$ cat config.mk
export PLATFORM = sky130hd
export DESIGN_NAME = tcdm_shim
export DESIGN_NICKNAME = d
export VERILOG_FILES = /design/src/shim_pkg.sv /design/src/reorder_buffer.sv /design/src/id_fifo.sv /design/src/addr_demux.sv /design/src/tcdm_shim.sv
export SDC_FILE = /design/constraint.sdc
export NUM_CORES = 1
export LEC_CHECK = 0
export ABC_AREA = 1
export BUFFER_PORTS_ARGS = -buffer_cell sky130_fd_sc_hd__buf_2
export CAP_MARGIN = 20
export CORE_UTILIZATION = 49
export CTS_BUF_LIST = sky130_fd_sc_hd__clkbuf_8
export CTS_CLUSTER_SIZE = 20
export DETAILED_ROUTE_END_ITERATION = 10
export PLACE_DENSITY = 0.78
export SYNTH_ARGS = -nofsm -noshare
export SYNTH_HDL_FRONTEND = slang
export SYNTH_SLANG_ARGS = --single-unit
export TNS_END_PERCENT = 20
$ cat constraint.sdc
create_clock -name clk_i -period 3.45 [get_ports clk_i]
set_input_delay 0.1725 -clock clk_i [delete_from_list [all_inputs] [get_ports clk_i]]
set_output_delay 0.1725 -clock clk_i [all_outputs]
set_load 0.01 [all_outputs]
$ cat src/shim_pkg.sv
// Shared widths, fixed address map and payload types for the core data port.
// Every block of the shim refers to these by scoped names.

package shim_pkg;

  localparam int unsigned addr_width      = 32;
  localparam int unsigned data_width      = 32;
  localparam int unsigned strb_width      = data_width / 8;
  localparam int unsigned nr_tcdm         = 2;
  localparam int unsigned nr_soc          = 1;
  localparam int unsigned num_targets     = nr_tcdm + nr_soc;
  localparam int unsigned max_outstanding = 8;
  localparam int unsigned rob_id_width    = $clog2(max_outstanding);

  // Target index of the SoC port, banks take the indices below it
  localparam int unsigned soc_target = nr_tcdm;

  // Fixed address map
  localparam logic [addr_width-1:0] tcdm_base = 32'h1000_0000;
  localparam logic [addr_width-1:0] tcdm_size = 32'h0001_0000;
  localparam logic [addr_width-1:0] tcdm_end  = tcdm_base + tcdm_size;

  // Banks are word interleaved
  localparam int unsigned byte_offset_bits = $clog2(strb_width);
  localparam int unsigned tcdm_bank_bits   = $clog2(nr_tcdm);

  typedef enum logic [3:0] {
    amo_none = 4'h0,
    amo_swap = 4'h1,
    amo_add  = 4'h2,
    amo_and  = 4'h3,
    amo_or   = 4'h4,
    amo_xor  = 4'h5,
    amo_max  = 4'h6,
    amo_min  = 4'h7
  } amo_op_e;

  // Request as issued by the core, before a reorder ID is attached
  typedef struct packed {
    logic [addr_width-1:0] addr;
    logic                  write;
    amo_op_e               amo;
    logic [data_width-1:0] data;
    logic [strb_width-1:0] strb;
  } dreq_noid_t;

  // Request towards a target
  typedef struct packed {
    logic [addr_width-1:0]   addr;
    logic                    write;
    amo_op_e                 amo;
    logic [data_width-1:0]   data;
    logic [strb_width-1:0]   strb;
    logic [rob_id_width-1:0] id;
  } dreq_t;

  // Read response, tagged with the reorder ID of its request
  typedef struct packed {
    logic [data_width-1:0]   data;
    logic [rob_id_width-1:0] id;
    logic                    error;
  } dresp_t;

endpackage

$ cat src/reorder_buffer.sv
// Reorder buffer for read responses. IDs are handed out at the tail on issue,
// responses are written into their slot in any order and leave from the head
// in issue order. A response for the empty head slot falls through directly.

module reorder_buffer (
  input  logic                                  clk_i,
  input  logic                                  reset_i,
  // ID allocation
  input  logic                                  id_req_i,
  output logic [shim_pkg::rob_id_width-1:0]     id_o,
  output logic                                  full_o,
  // Response write
  input  logic                                  push_i,
  input  shim_pkg::dresp_t                      resp_i,
  // In-order read
  output logic [shim_pkg::data_width-1:0]       data_o,
  output logic                                  error_o,
  output logic                                  valid_o,
  input  logic                                  pop_i
);

  localparam int unsigned depth = shim_pkg::max_outstanding;
  localparam int unsigned id_w  = shim_pkg::rob_id_width;

  logic [shim_pkg::data_width-1:0] data_mem [depth];
  logic                            error_mem [depth];

  logic [depth-1:0] slot_valid_q;
  logic [id_w-1:0]  head_q;
  logic [id_w-1:0]  tail_q;
  logic [id_w:0]    count_q;

  logic head_ready;
  logic bypass;
  logic pop_fire;

  assign head_ready = slot_valid_q[head_q];
  assign bypass     = push_i && (resp_i.id == head_q) && !head_ready;

  assign valid_o = head_ready || bypass;
  assign data_o  = head_ready ? data_mem[head_q] : resp_i.data;
  assign error_o = head_ready ? error_mem[head_q] : resp_i.error;

  assign pop_fire = valid_o && pop_i;

  assign id_o   = tail_q;
  assign full_o = (count_q == (id_w + 1)'(depth));

  always_ff @(posedge clk_i) begin
    if (reset_i) begin
      slot_valid_q <= '0;
      head_q       <= '0;
      tail_q       <= '0;
      count_q      <= '0;
    end else begin
      // Keep the response unless it left through the bypass right away
      if (push_i && !(bypass && pop_i)) begin
        slot_valid_q[resp_i.id] <= 1'b1;
      end
      if (pop_fire) begin
        slot_valid_q[head_q] <= 1'b0;
        head_q               <= head_q + 1'b1;
      end
      if (id_req_i) begin
        tail_q <= tail_q + 1'b1;
      end
      case ({id_req_i, pop_fire})
        2'b10:   count_q <= count_q + 1'b1;
        2'b01:   count_q <= count_q - 1'b1;
        default: count_q <= count_q;
      endcase
    end
  end

  always_ff @(posedge clk_i) begin
    if (push_i) begin
      data_mem[resp_i.id]  <= resp_i.data;
      error_mem[resp_i.id] <= resp_i.error;
    end
  end

endmodule

$ cat src/id_fifo.sv
// Queue of reorder IDs for reads in flight on the SoC port.
// The SoC answers in order, so the head always names the next response.

module id_fifo (
  input  logic                              clk_i,
  input  logic                              reset_i,
  input  logic                              push_i,
  input  logic [shim_pkg::rob_id_width-1:0] id_i,
  input  logic                              pop_i,
  output logic [shim_pkg::rob_id_width-1:0] id_o
);

  localparam int unsigned depth = shim_pkg::max_outstanding;
  localparam int unsigned ptr_w = $clog2(depth);

  logic [shim_pkg::rob_id_width-1:0] mem [depth];

  logic [ptr_w-1:0] wr_ptr_q;
  logic [ptr_w-1:0] rd_ptr_q;

  // Depth is a power of two, pointers wrap on their own
  always_ff @(posedge clk_i) begin
    if (reset_i) begin
      wr_ptr_q <= '0;
      rd_ptr_q <= '0;
    end else begin
      if (push_i) begin
        wr_ptr_q <= wr_ptr_q + 1'b1;
      end
      if (pop_i) begin
        rd_ptr_q <= rd_ptr_q + 1'b1;
      end
    end
  end

  always_ff @(posedge clk_i) begin
    if (push_i) begin
      mem[wr_ptr_q] <= id_i;
    end
  end

  assign id_o = mem[rd_ptr_q];

endmodule

$ cat src/addr_demux.sv
// Routes a core request to one of the TCDM banks or the SoC port by address
// and merges the target responses back, one per cycle, in round-robin order.

module addr_demux (
  input  logic                                         clk_i,
  input  logic                                         reset_i,
  // Core side request
  input  shim_pkg::dreq_t                              req_i,
  input  logic                                         req_valid_i,
  output logic                                         req_ready_o,
  // Target requests
  output shim_pkg::dreq_t  [shim_pkg::num_targets-1:0] out_req_o,
  output logic             [shim_pkg::num_targets-1:0] out_valid_o,
  input  logic             [shim_pkg::num_targets-1:0] out_ready_i,
  // Target responses
  input  shim_pkg::dresp_t [shim_pkg::num_targets-1:0] out_resp_i,
  input  logic             [shim_pkg::num_targets-1:0] out_resp_valid_i,
  output logic             [shim_pkg::num_targets-1:0] out_resp_ready_o,
  // Merged response, always taken by the reorder buffer
  output shim_pkg::dresp_t                             resp_o,
  output logic                                         resp_valid_o
);

  localparam int unsigned n         = shim_pkg::num_targets;
  localparam int unsigned sel_width = $clog2(n);

  logic                                in_tcdm;
  logic [shim_pkg::tcdm_bank_bits-1:0] bank;
  logic [sel_width-1:0]                sel;

  logic [sel_width-1:0] rr_q;
  logic [sel_width-1:0] grant;
  logic                 grant_valid;

  // Address decode
  assign in_tcdm = (req_i.addr >= shim_pkg::tcdm_base) && (req_i.addr < shim_pkg::tcdm_end);
  assign bank    = req_i.addr[shim_pkg::byte_offset_bits +: shim_pkg::tcdm_bank_bits];
  assign sel     = in_tcdm ? sel_width'(bank) : sel_width'(shim_pkg::soc_target);

  assign req_ready_o = out_ready_i[sel];

  always_comb begin
    for (int unsigned t = 0; t < n; t++) begin
      out_req_o[t]   = req_i;
      out_valid_o[t] = req_valid_i && (sel == sel_width'(t));
    end
  end

  // Search from the pointer for the first target with a response
  always_comb begin
    int unsigned idx;
    grant       = rr_q;
    grant_valid = 1'b0;
    for (int unsigned i = 0; i < n; i++) begin
      idx = int'(rr_q) + i;
      if (idx >= n) begin
        idx = idx - n;
      end
      if (!grant_valid && out_resp_valid_i[idx]) begin
        grant       = sel_width'(idx);
        grant_valid = 1'b1;
      end
    end
  end

  always_comb begin
    for (int unsigned t = 0; t < n; t++) begin
      out_resp_ready_o[t] = grant_valid && (grant == sel_width'(t));
    end
  end

  assign resp_o       = out_resp_i[grant];
  assign resp_valid_o = grant_valid;

  // Winner gets lowest priority next time
  always_ff @(posedge clk_i) begin
    if (reset_i) begin
      rr_q <= '0;
    end else if (grant_valid) begin
      if (grant == sel_width'(n - 1)) begin
        rr_q <= '0;
      end else begin
        rr_q <= grant + 1'b1;
      end
    end
  end

endmodule

$ cat src/tcdm_shim.sv
// Data port of the core. Turns ready/valid loads and stores into requests for
// two TCDM banks and one SoC port, and returns read data in issue order.

module tcdm_shim (
  input  logic                                      clk_i,
  input  logic                                      reset_i,
  // Core request
  input  shim_pkg::dreq_noid_t                      data_q_i,
  input  logic                                      data_qvalid_i,
  output logic                                      data_qready_o,
  // Core response
  output logic [shim_pkg::data_width-1:0]           data_pdata_o,
  output logic                                      data_perror_o,
  output logic                                      data_pvalid_o,
  input  logic                                      data_pready_i,
  // TCDM banks
  output shim_pkg::dreq_t  [shim_pkg::nr_tcdm-1:0]  tcdm_req_o,
  output logic             [shim_pkg::nr_tcdm-1:0]  tcdm_req_valid_o,
  input  logic             [shim_pkg::nr_tcdm-1:0]  tcdm_req_ready_i,
  input  shim_pkg::dresp_t [shim_pkg::nr_tcdm-1:0]  tcdm_resp_i,
  input  logic             [shim_pkg::nr_tcdm-1:0]  tcdm_resp_valid_i,
  output logic             [shim_pkg::nr_tcdm-1:0]  tcdm_resp_ready_o,
  // SoC port
  output shim_pkg::dreq_t                           soc_q_o,
  output logic                                      soc_qvalid_o,
  input  logic                                      soc_qready_i,
  input  logic [shim_pkg::data_width-1:0]           soc_pdata_i,
  input  logic                                      soc_perror_i,
  input  logic                                      soc_pvalid_i,
  output logic                                      soc_pready_o
);

  localparam int unsigned n = shim_pkg::num_targets;

  shim_pkg::dreq_t                   core_req;
  shim_pkg::dreq_t  [n-1:0]          target_req;
  logic             [n-1:0]          target_req_valid;
  logic             [n-1:0]          target_req_ready;
  shim_pkg::dresp_t [n-1:0]          target_resp;
  logic             [n-1:0]          target_resp_valid;
  logic             [n-1:0]          target_resp_ready;

  logic                              demux_ready;
  logic                              rob_full;
  logic                              rob_push;
  logic                              read_accept;
  logic [shim_pkg::rob_id_width-1:0] rob_id;
  logic [shim_pkg::rob_id_width-1:0] soc_head_id;
  shim_pkg::dresp_t                  rob_resp;
  shim_pkg::dresp_t                  soc_resp;

  // Tag the core request with the next free reorder slot
  assign core_req = '{
    addr:  data_q_i.addr,
    write: data_q_i.write,
    amo:   data_q_i.amo,
    data:  data_q_i.data,
    strb:  data_q_i.strb,
    id:    rob_id
  };

  // Hold all requests while every reorder slot is taken
  assign data_qready_o = demux_ready && !rob_full;
  assign read_accept   = data_qvalid_i && data_qready_o && !data_q_i.write;

  // SoC responses take their ID from the in-order queue
  assign soc_resp = '{data: soc_pdata_i, id: soc_head_id, error: soc_perror_i};

  assign target_req_ready  = {soc_qready_i, tcdm_req_ready_i};
  assign target_resp       = {soc_resp, tcdm_resp_i};
  assign target_resp_valid = {soc_pvalid_i, tcdm_resp_valid_i};

  assign tcdm_req_o        = target_req[shim_pkg::nr_tcdm-1:0];
  assign tcdm_req_valid_o  = target_req_valid[shim_pkg::nr_tcdm-1:0];
  assign tcdm_resp_ready_o = target_resp_ready[shim_pkg::nr_tcdm-1:0];
  assign soc_q_o           = target_req[shim_pkg::soc_target];
  assign soc_qvalid_o      = target_req_valid[shim_pkg::soc_target];
  assign soc_pready_o      = target_resp_ready[shim_pkg::soc_target];

  addr_demux i_addr_demux (
    .clk_i            (clk_i),
    .reset_i          (reset_i),
    .req_i            (core_req),
    .req_valid_i      (data_qvalid_i && !rob_full),
    .req_ready_o      (demux_ready),
    .out_req_o        (target_req),
    .out_valid_o      (target_req_valid),
    .out_ready_i      (target_req_ready),
    .out_resp_i       (target_resp),
    .out_resp_valid_i (target_resp_valid),
    .out_resp_ready_o (target_resp_ready),
    .resp_o           (rob_resp),
    .resp_valid_o     (rob_push)
  );

  reorder_buffer i_reorder_buffer (
    .clk_i    (clk_i),
    .reset_i  (reset_i),
    .id_req_i (read_accept),
    .id_o     (rob_id),
    .full_o   (rob_full),
    .push_i   (rob_push),
    .resp_i   (rob_resp),
    .data_o   (data_pdata_o),
    .error_o  (data_perror_o),
    .valid_o  (data_pvalid_o),
    .pop_i    (data_pready_i)
  );

  id_fifo i_soc_id_fifo (
    .clk_i   (clk_i),
    .reset_i (reset_i),
    .push_i  (soc_qvalid_o && soc_qready_i && !soc_q_o.write),
    .id_i    (soc_q_o.id),
    .pop_i   (soc_pvalid_i && soc_pready_o),
    .id_o    (soc_head_id)
  );

endmodule

### Word-level counts from Yosys, hierarchy flattened

Memories as Yosys holds them, arrays and structs flattened. A register that Yosys moved wholly into a read port is not among the register bits.
Cells that the tools add are included.

| operators by class | value |
|---|---|
| add/sub/neg operators | 12 |
| multiply operators | 0 |
| divide/modulo/power cells | 0 |
| order comparisons | 14 |
| eq/ne operators | 8 |
| shift-type cells | 0 |
| mux-type cells | 43 |
| bitwise operators | 3 |
| reduce and logical (&&, ||, !) cells | 33 |

Operators by type and width:

| cell | count |
|---|---|
| $mux 32 | 4 |
| $lt 32x3->1 const B | 3 |
| $bmux 36 s2 | 1 |
| $ge 32x2->1 const B | 2 |
| $sub 32x2->32 const B | 2 |
| $mux 36 | 1 |
| $ge 32x29->1 const B | 1 |
| $lt 32x29->1 const B | 1 |
| $mux 8 | 3 |
| $logic_and 1x1->1 | 23 |
| $mux 3 | 6 |
| $mux 1 | 15 |
| $add 3x1->3 const B | 4 |
| $mux 2 | 5 |
| $and 8x8->8 | 1 |
| $bmux 1 s2 | 4 |
| $lt 3x4->1 const B | 2 |
| $not 8->8 | 1 |
| $or 8x8->8 | 1 |
| $pmux 4 s2 | 1 |
| $demux 1 s3 | 2 |
| $eq 2x1->1 const B | 3 |
| $eq 2x2->1 const B | 3 |
| $ge 3x1->1 const B | 2 |
| 15 further kinds | 22 |

| word-level totals | value |
|---|---|
| register bits | 26 |
| latch bits | 0 |
| memory bits (writable) | 288 |
| memory bits (read-only) | 0 |
| bits of input ports | 188 |
| output and inout port bits | 269 |
| logic and storage cells | 123 |
| memories | 3 |

Memory list:

| memory | depth | width | read ports | clocked after Yosys merged registers in | write ports | RTL line | source |
|---|---|---|---|---|---|---|---|
| i_reorder_buffer.data_mem | 8 | 32 | 1 | 1 | 1 | reorder_buffer.sv:25 | `logic [shim_pkg::data_width-1:0] data_mem [depth];` |
| i_soc_id_fifo.mem | 8 | 3 | 1 | 1 | 1 | id_fifo.sv:16 | `logic [shim_pkg::rob_id_width-1:0] mem [depth];` |
| i_reorder_buffer.error_mem | 8 | 1 | 1 | 1 | 1 | reorder_buffer.sv:26 | `logic error_mem [depth];` |

### Logic depth before layout (Yosys ltp)

| depth | value |
|---|---|
| word-level depth | 23 |
| mapped depth | 31 |
| gate-level depth less buffers | 31 |

### Hierarchy

Synthesis repeated with hierarchy kept, for this count alone.

| unflattened totals | value |
|---|---|
| cells, all modules | 1647 |
| area, all modules | 16575.9 µm² |

By module, submodules not included:

| module | instances | cells an instance | area an instance (µm²) | seq. area each (µm²) |
|---|---|---|---|---|
| reorder_buffer | 1 | 1002 | 11992.8 | 8348.0 |
| addr_demux | 1 | 484 | 3116.7 | 40.0 |
| id_fifo | 1 | 149 | 1416.4 | 900.9 |
| tcdm_shim | 1 | 12 | 50.0 | 0.0 |

### Worst setup path before layout

OpenSTA, ideal clock, no wires.

| timing | value |
|---|---|
| path kind | register to register |
| start point | register i_addr_demux.rr_q[0] |
| end point | memory i_reorder_buffer.data_mem[2][0] (netlist name) (enable) |
| setup time | 425 ps |
| arrival | 3266 ps |
| required time | 3025 ps |
| path slack | -241 ps |
| cell stages (with the launch flop) | 16 |
| path buffers | 0 |
| clock period less this slack | 3691 ps |
| path through | dfxtp_1 -> inv_1 -> ha_1 -> inv_2 -> nand2_1 -> nand3_1 -> nand2_1 -> nand3_4 -> nand2_2 -> nor2_4 -> nor2_8 -> nor2_8 -> nand2_1 -> nand2_2 -> nand2_1 -> nor2_1 |

| on the way | value |
|---|---|
| cells in the longest elaborated chain, start to end | 13 |
| elaborated cells on any way between the ends | 31 |
| those cells by class | add/sub: 5; order compare: 3; mux: 19; reduce/logical: 4 |

RTL lines:

| item | RTL line | source |
|---|---|---|
| start: declaration | addr_demux.sv:31 | `logic [sel_width-1:0] rr_q;` |
| start signal: assignment | addr_demux.sv:83 | `rr_q <= grant + 1'b1;` |
| parallel branches: the longest is 13 deep, another holds $sub 32x2->32 | n/a |  |
| end: declaration | reorder_buffer.sv:25 |  |

Several ways; the timed one is not identified. The select of a mux whose other input is x is not followed.

==> qor.csv <==
metric,value,unit
Crit path required time,3.28,ns
global-route wire length before repair,59.0,mm
clock sink total,320,
gr usage total,22.9,%
Die Width,182,um
first drt pass iteration count,7,
leading area contributor after synthesis,edfxtp_1,
"EDFF count, synth",288,
dominant synthesized flop cell,edfxtp_1,
placed cell area,16200,um^2
Setup crit end kind,output pin,
H-tree levels,2,
final weighted congestion in routability-driven placement,0.846,
Root Buffer,clkbuf_8,
share of cells above drive strength 1,31.2,%
gr ovfl total,0,
Hold Crit Class,primary input to register,
clk_skew,0.0534,ns
dpl hpwl,24.6,mm
asr flop ratio synth,0,%
Reg2Reg Depth,30,
failing checks,"negative hold slack, negative setup slack",
DR WL/cell,19.2,um
Nets,1885,
fin cells,2131,
"Hold Violations, Final",1,
Port Buf Inserts,236,
post-synthesis register bit count,320,
num rows,65,
Worst Hold Slack,-0.00262,ns
clock slew at reported path FFs,0.06,ns
Slew @ Worst Pin,0.900,ns
RR Endpoint,i_reorder_buffer.count_q[3],
I/O pin total,457,
max-cap violation count,0,
cts bufs inserted,49,
core box area,31700,um^2
Area Growth Syn to Fin,14.5,%
final setup margin,-0.0180,ns
Max Freq,288,MHz
vias in the first global route,10913,
Post-Route WL,41.0,mm
Post-Syn Nets,1785,
hold wc startpoint,tcdm_resp_i[17],
"Warnings, synthesis",0,
Max Used Layer,met5,
top cell type's share of synthesized area,54.5,%
outcome,finished with violations,
crit share post-route,101,%
post-layout min period,3.47,ns
CTS tree,yes,
CP Class,register to output pin,
cell count after synthesis,1587,
pin count of the biggest net entering global routing,133,
mean post-synth cell area,10.0,um^2
Placement Setup Slack,-0.238,ns
Clock Path Buffers,3,
Unique masters post-synth,40,
Die Y,182,um
r2r setup slk,0,ns
post-synthesis sequential area ratio,58.5,%
die area,33100,um^2
final instance area,18200,um^2
wl on met1,15.2,mm
DRT iter0 DRCs,1106,
RR Startpoint,i_addr_demux.rr_q[0],
Vias/cell,5.56,
crit path DAT,3.30,ns
nature of the critical path startpoint,register,
Skew-Pair Late Insertion Delay,0.60,ns
placed cells,1985,
max_slew headroom,40.0,%
residual DRC count,0,
worst hold endpoint,i_reorder_buffer.data_mem[0][13],
Post-DRT Antenna Nets,0,
final setup violation count,1,
unrepaired setup endpoints after global routing,yes,
Max Transition Viols Final,0,
Met3 Wirelength,4.06,mm
Post-Syn Area,15900,um^2
initial core utilization,50.1,%
cell depth of the worst hold path,3,
DR vias,11858,
initial antenna violation count,1,
crit path max fanout,8,
Met2 Wirelength,19.6,mm
"top cells by area, synth","edfxtp_1 54%, buf_4 11%, nor2_1 7.2%",
registers in the layout, summed over array words and instances (netlist names), named ones only:
signal	cells
i_soc_id_fifo.wr_ptr_q	3
i_reorder_buffer.error_mem	8
i_soc_id_fifo.rd_ptr_q	3
i_reorder_buffer.count_q	4
i_reorder_buffer.data_mem	256
i_reorder_buffer.id_o	3
i_reorder_buffer.head_q	3
i_reorder_buffer.slot_valid_q	8
i_soc_id_fifo.mem	24
i_addr_demux.rr_q	2
worst max-delay path by stage:
stage	start	end	slack [ns]	cells past startpoint
detailed placement	i_addr_demux.rr_q[0]	i_reorder_buffer.count_q[3]	-0.24	28
global placement	i_addr_demux.rr_q[0]	i_reorder_buffer.count_q[3]	-0.06	30
floorplan	i_addr_demux.rr_q[0]	i_reorder_buffer.data_mem[2][0]	-0.24	15
CTS	i_addr_demux.rr_q[1]	data_pdata_o[21]	-0.008	21
global route	i_addr_demux.rr_q[0]	i_reorder_buffer.count_q[3]	-0.25	30
finish	i_addr_demux.rr_q[0]	data_pdata_o[24]	-0.02	21
through the flow:
| stage | utilization (%) | TNS, ns |
|---|---|---|
| floorplan | - | -62.96 |
| global placement | 51.1 | -0.0648 |
| detailed placement | 51.1 | -0.238 |
| CTS | 54.8 | -0.0140 |
| global route | 57.3 | -1.98 |
| finish | 57.3 | -0.0180 |
worst max-delay path: stages (launching register included):
cell and delay [ns]:
dfxtp_4 0.38, inv_4 0.04, ha_4 0.30, inv_4 0.05, nand2_2 0.07, nand3_2 0.08, nand2_4 0.10, nand3_4 0.12
nor2_4 0.20, inv_2 0.09, nand2_2 0.10, buf_6 0.10, nor2_4 0.03, buf_6 0.13, clkbuf_16 0.17, nand2_1 0.06
nand2_1 0.06, a21oi_2 0.17, inv_1 0.08, nor2_1 0.12, a31oi_2 0.07, buf_2 0.22
repair_timing:
| action | in CTS | in global routing |
|---|---|---|
| cloned | 0 | 2 |
| buffers inserted | 3 | 23 |
| hold endpoints to repair | 69 | 43 |
| endpoints found under the setup margin | 34 | 35 |
| resized for setup | 35 | 105 |
| pin swaps | 2 | 32 |
| hold buffers | 9 | 15 |
synth_stat cells (6+ instances only):
master / instances
a21oi_1: 30
a31oi_1: 28
buf_2: 7
buf_4: 226
clkbuf_1: 59
dfxtp_1: 32
edfxtp_1: 288
ha_1: 9
inv_1: 69
inv_2: 7
nand2_1: 252
nand2_2: 10
nand3_1: 41
nand3_2: 8
nor2_1: 306
nor3_1: 6
o21ai_0: 101
o22ai_1: 6
o32ai_1: 66
placed cells by master, fill, tap and decap left out, drive strengths merged, types with 32 or more instances in the layout:
cell / count
buf: 318
clkbuf: 52
dfxtp: 32
edfxtp: 288
inv: 97
nand2: 265
nand3: 50
nor2: 313
o21ai: 102
o32ai: 66
kinds of logic (layout without fill, tap and decap cells):
group | Yosys count | in the layout | share of synthesized area (%)
buffers and inverters | 373 | 514 | 14.2
AO/OA/AOI/OAI | 240 | 240 | 9.54
other | 0 | 1 | 0
adder cells (fa/ha/maj) | 10 | 10 | 0.835
AND/OR/NAND/NOR | 641 | 641 | 16.8
flip-flops | 320 | 320 | 58.5
XOR/XNOR | 3 | 3 | 0.165
layer usage:
layer / GRT usage, % / vias to the layer above
met1: 28.1 / 5563
met3: 5.33 / 145
li1: - / 5435
met2: 37.3 / 713
met4: 13.1 / 2
met5: 0.889 / -
cell type report:
type / count / area, um^2
fill: 2467 / 13500
tap: 402 / 503
timing repair buffer: 344 / 2280
multi-input combinational: 894 / 4850
inverter: 78 / 304
clock inverter: 42 / 256
sequential: 320 / 9300
clock buffer: 50 / 688
antenna: 1 / 2.50
Power is left out: the tool's default activity adds up to more than one toggle a clock period on the data nets, which glitch-free logic cannot reach.
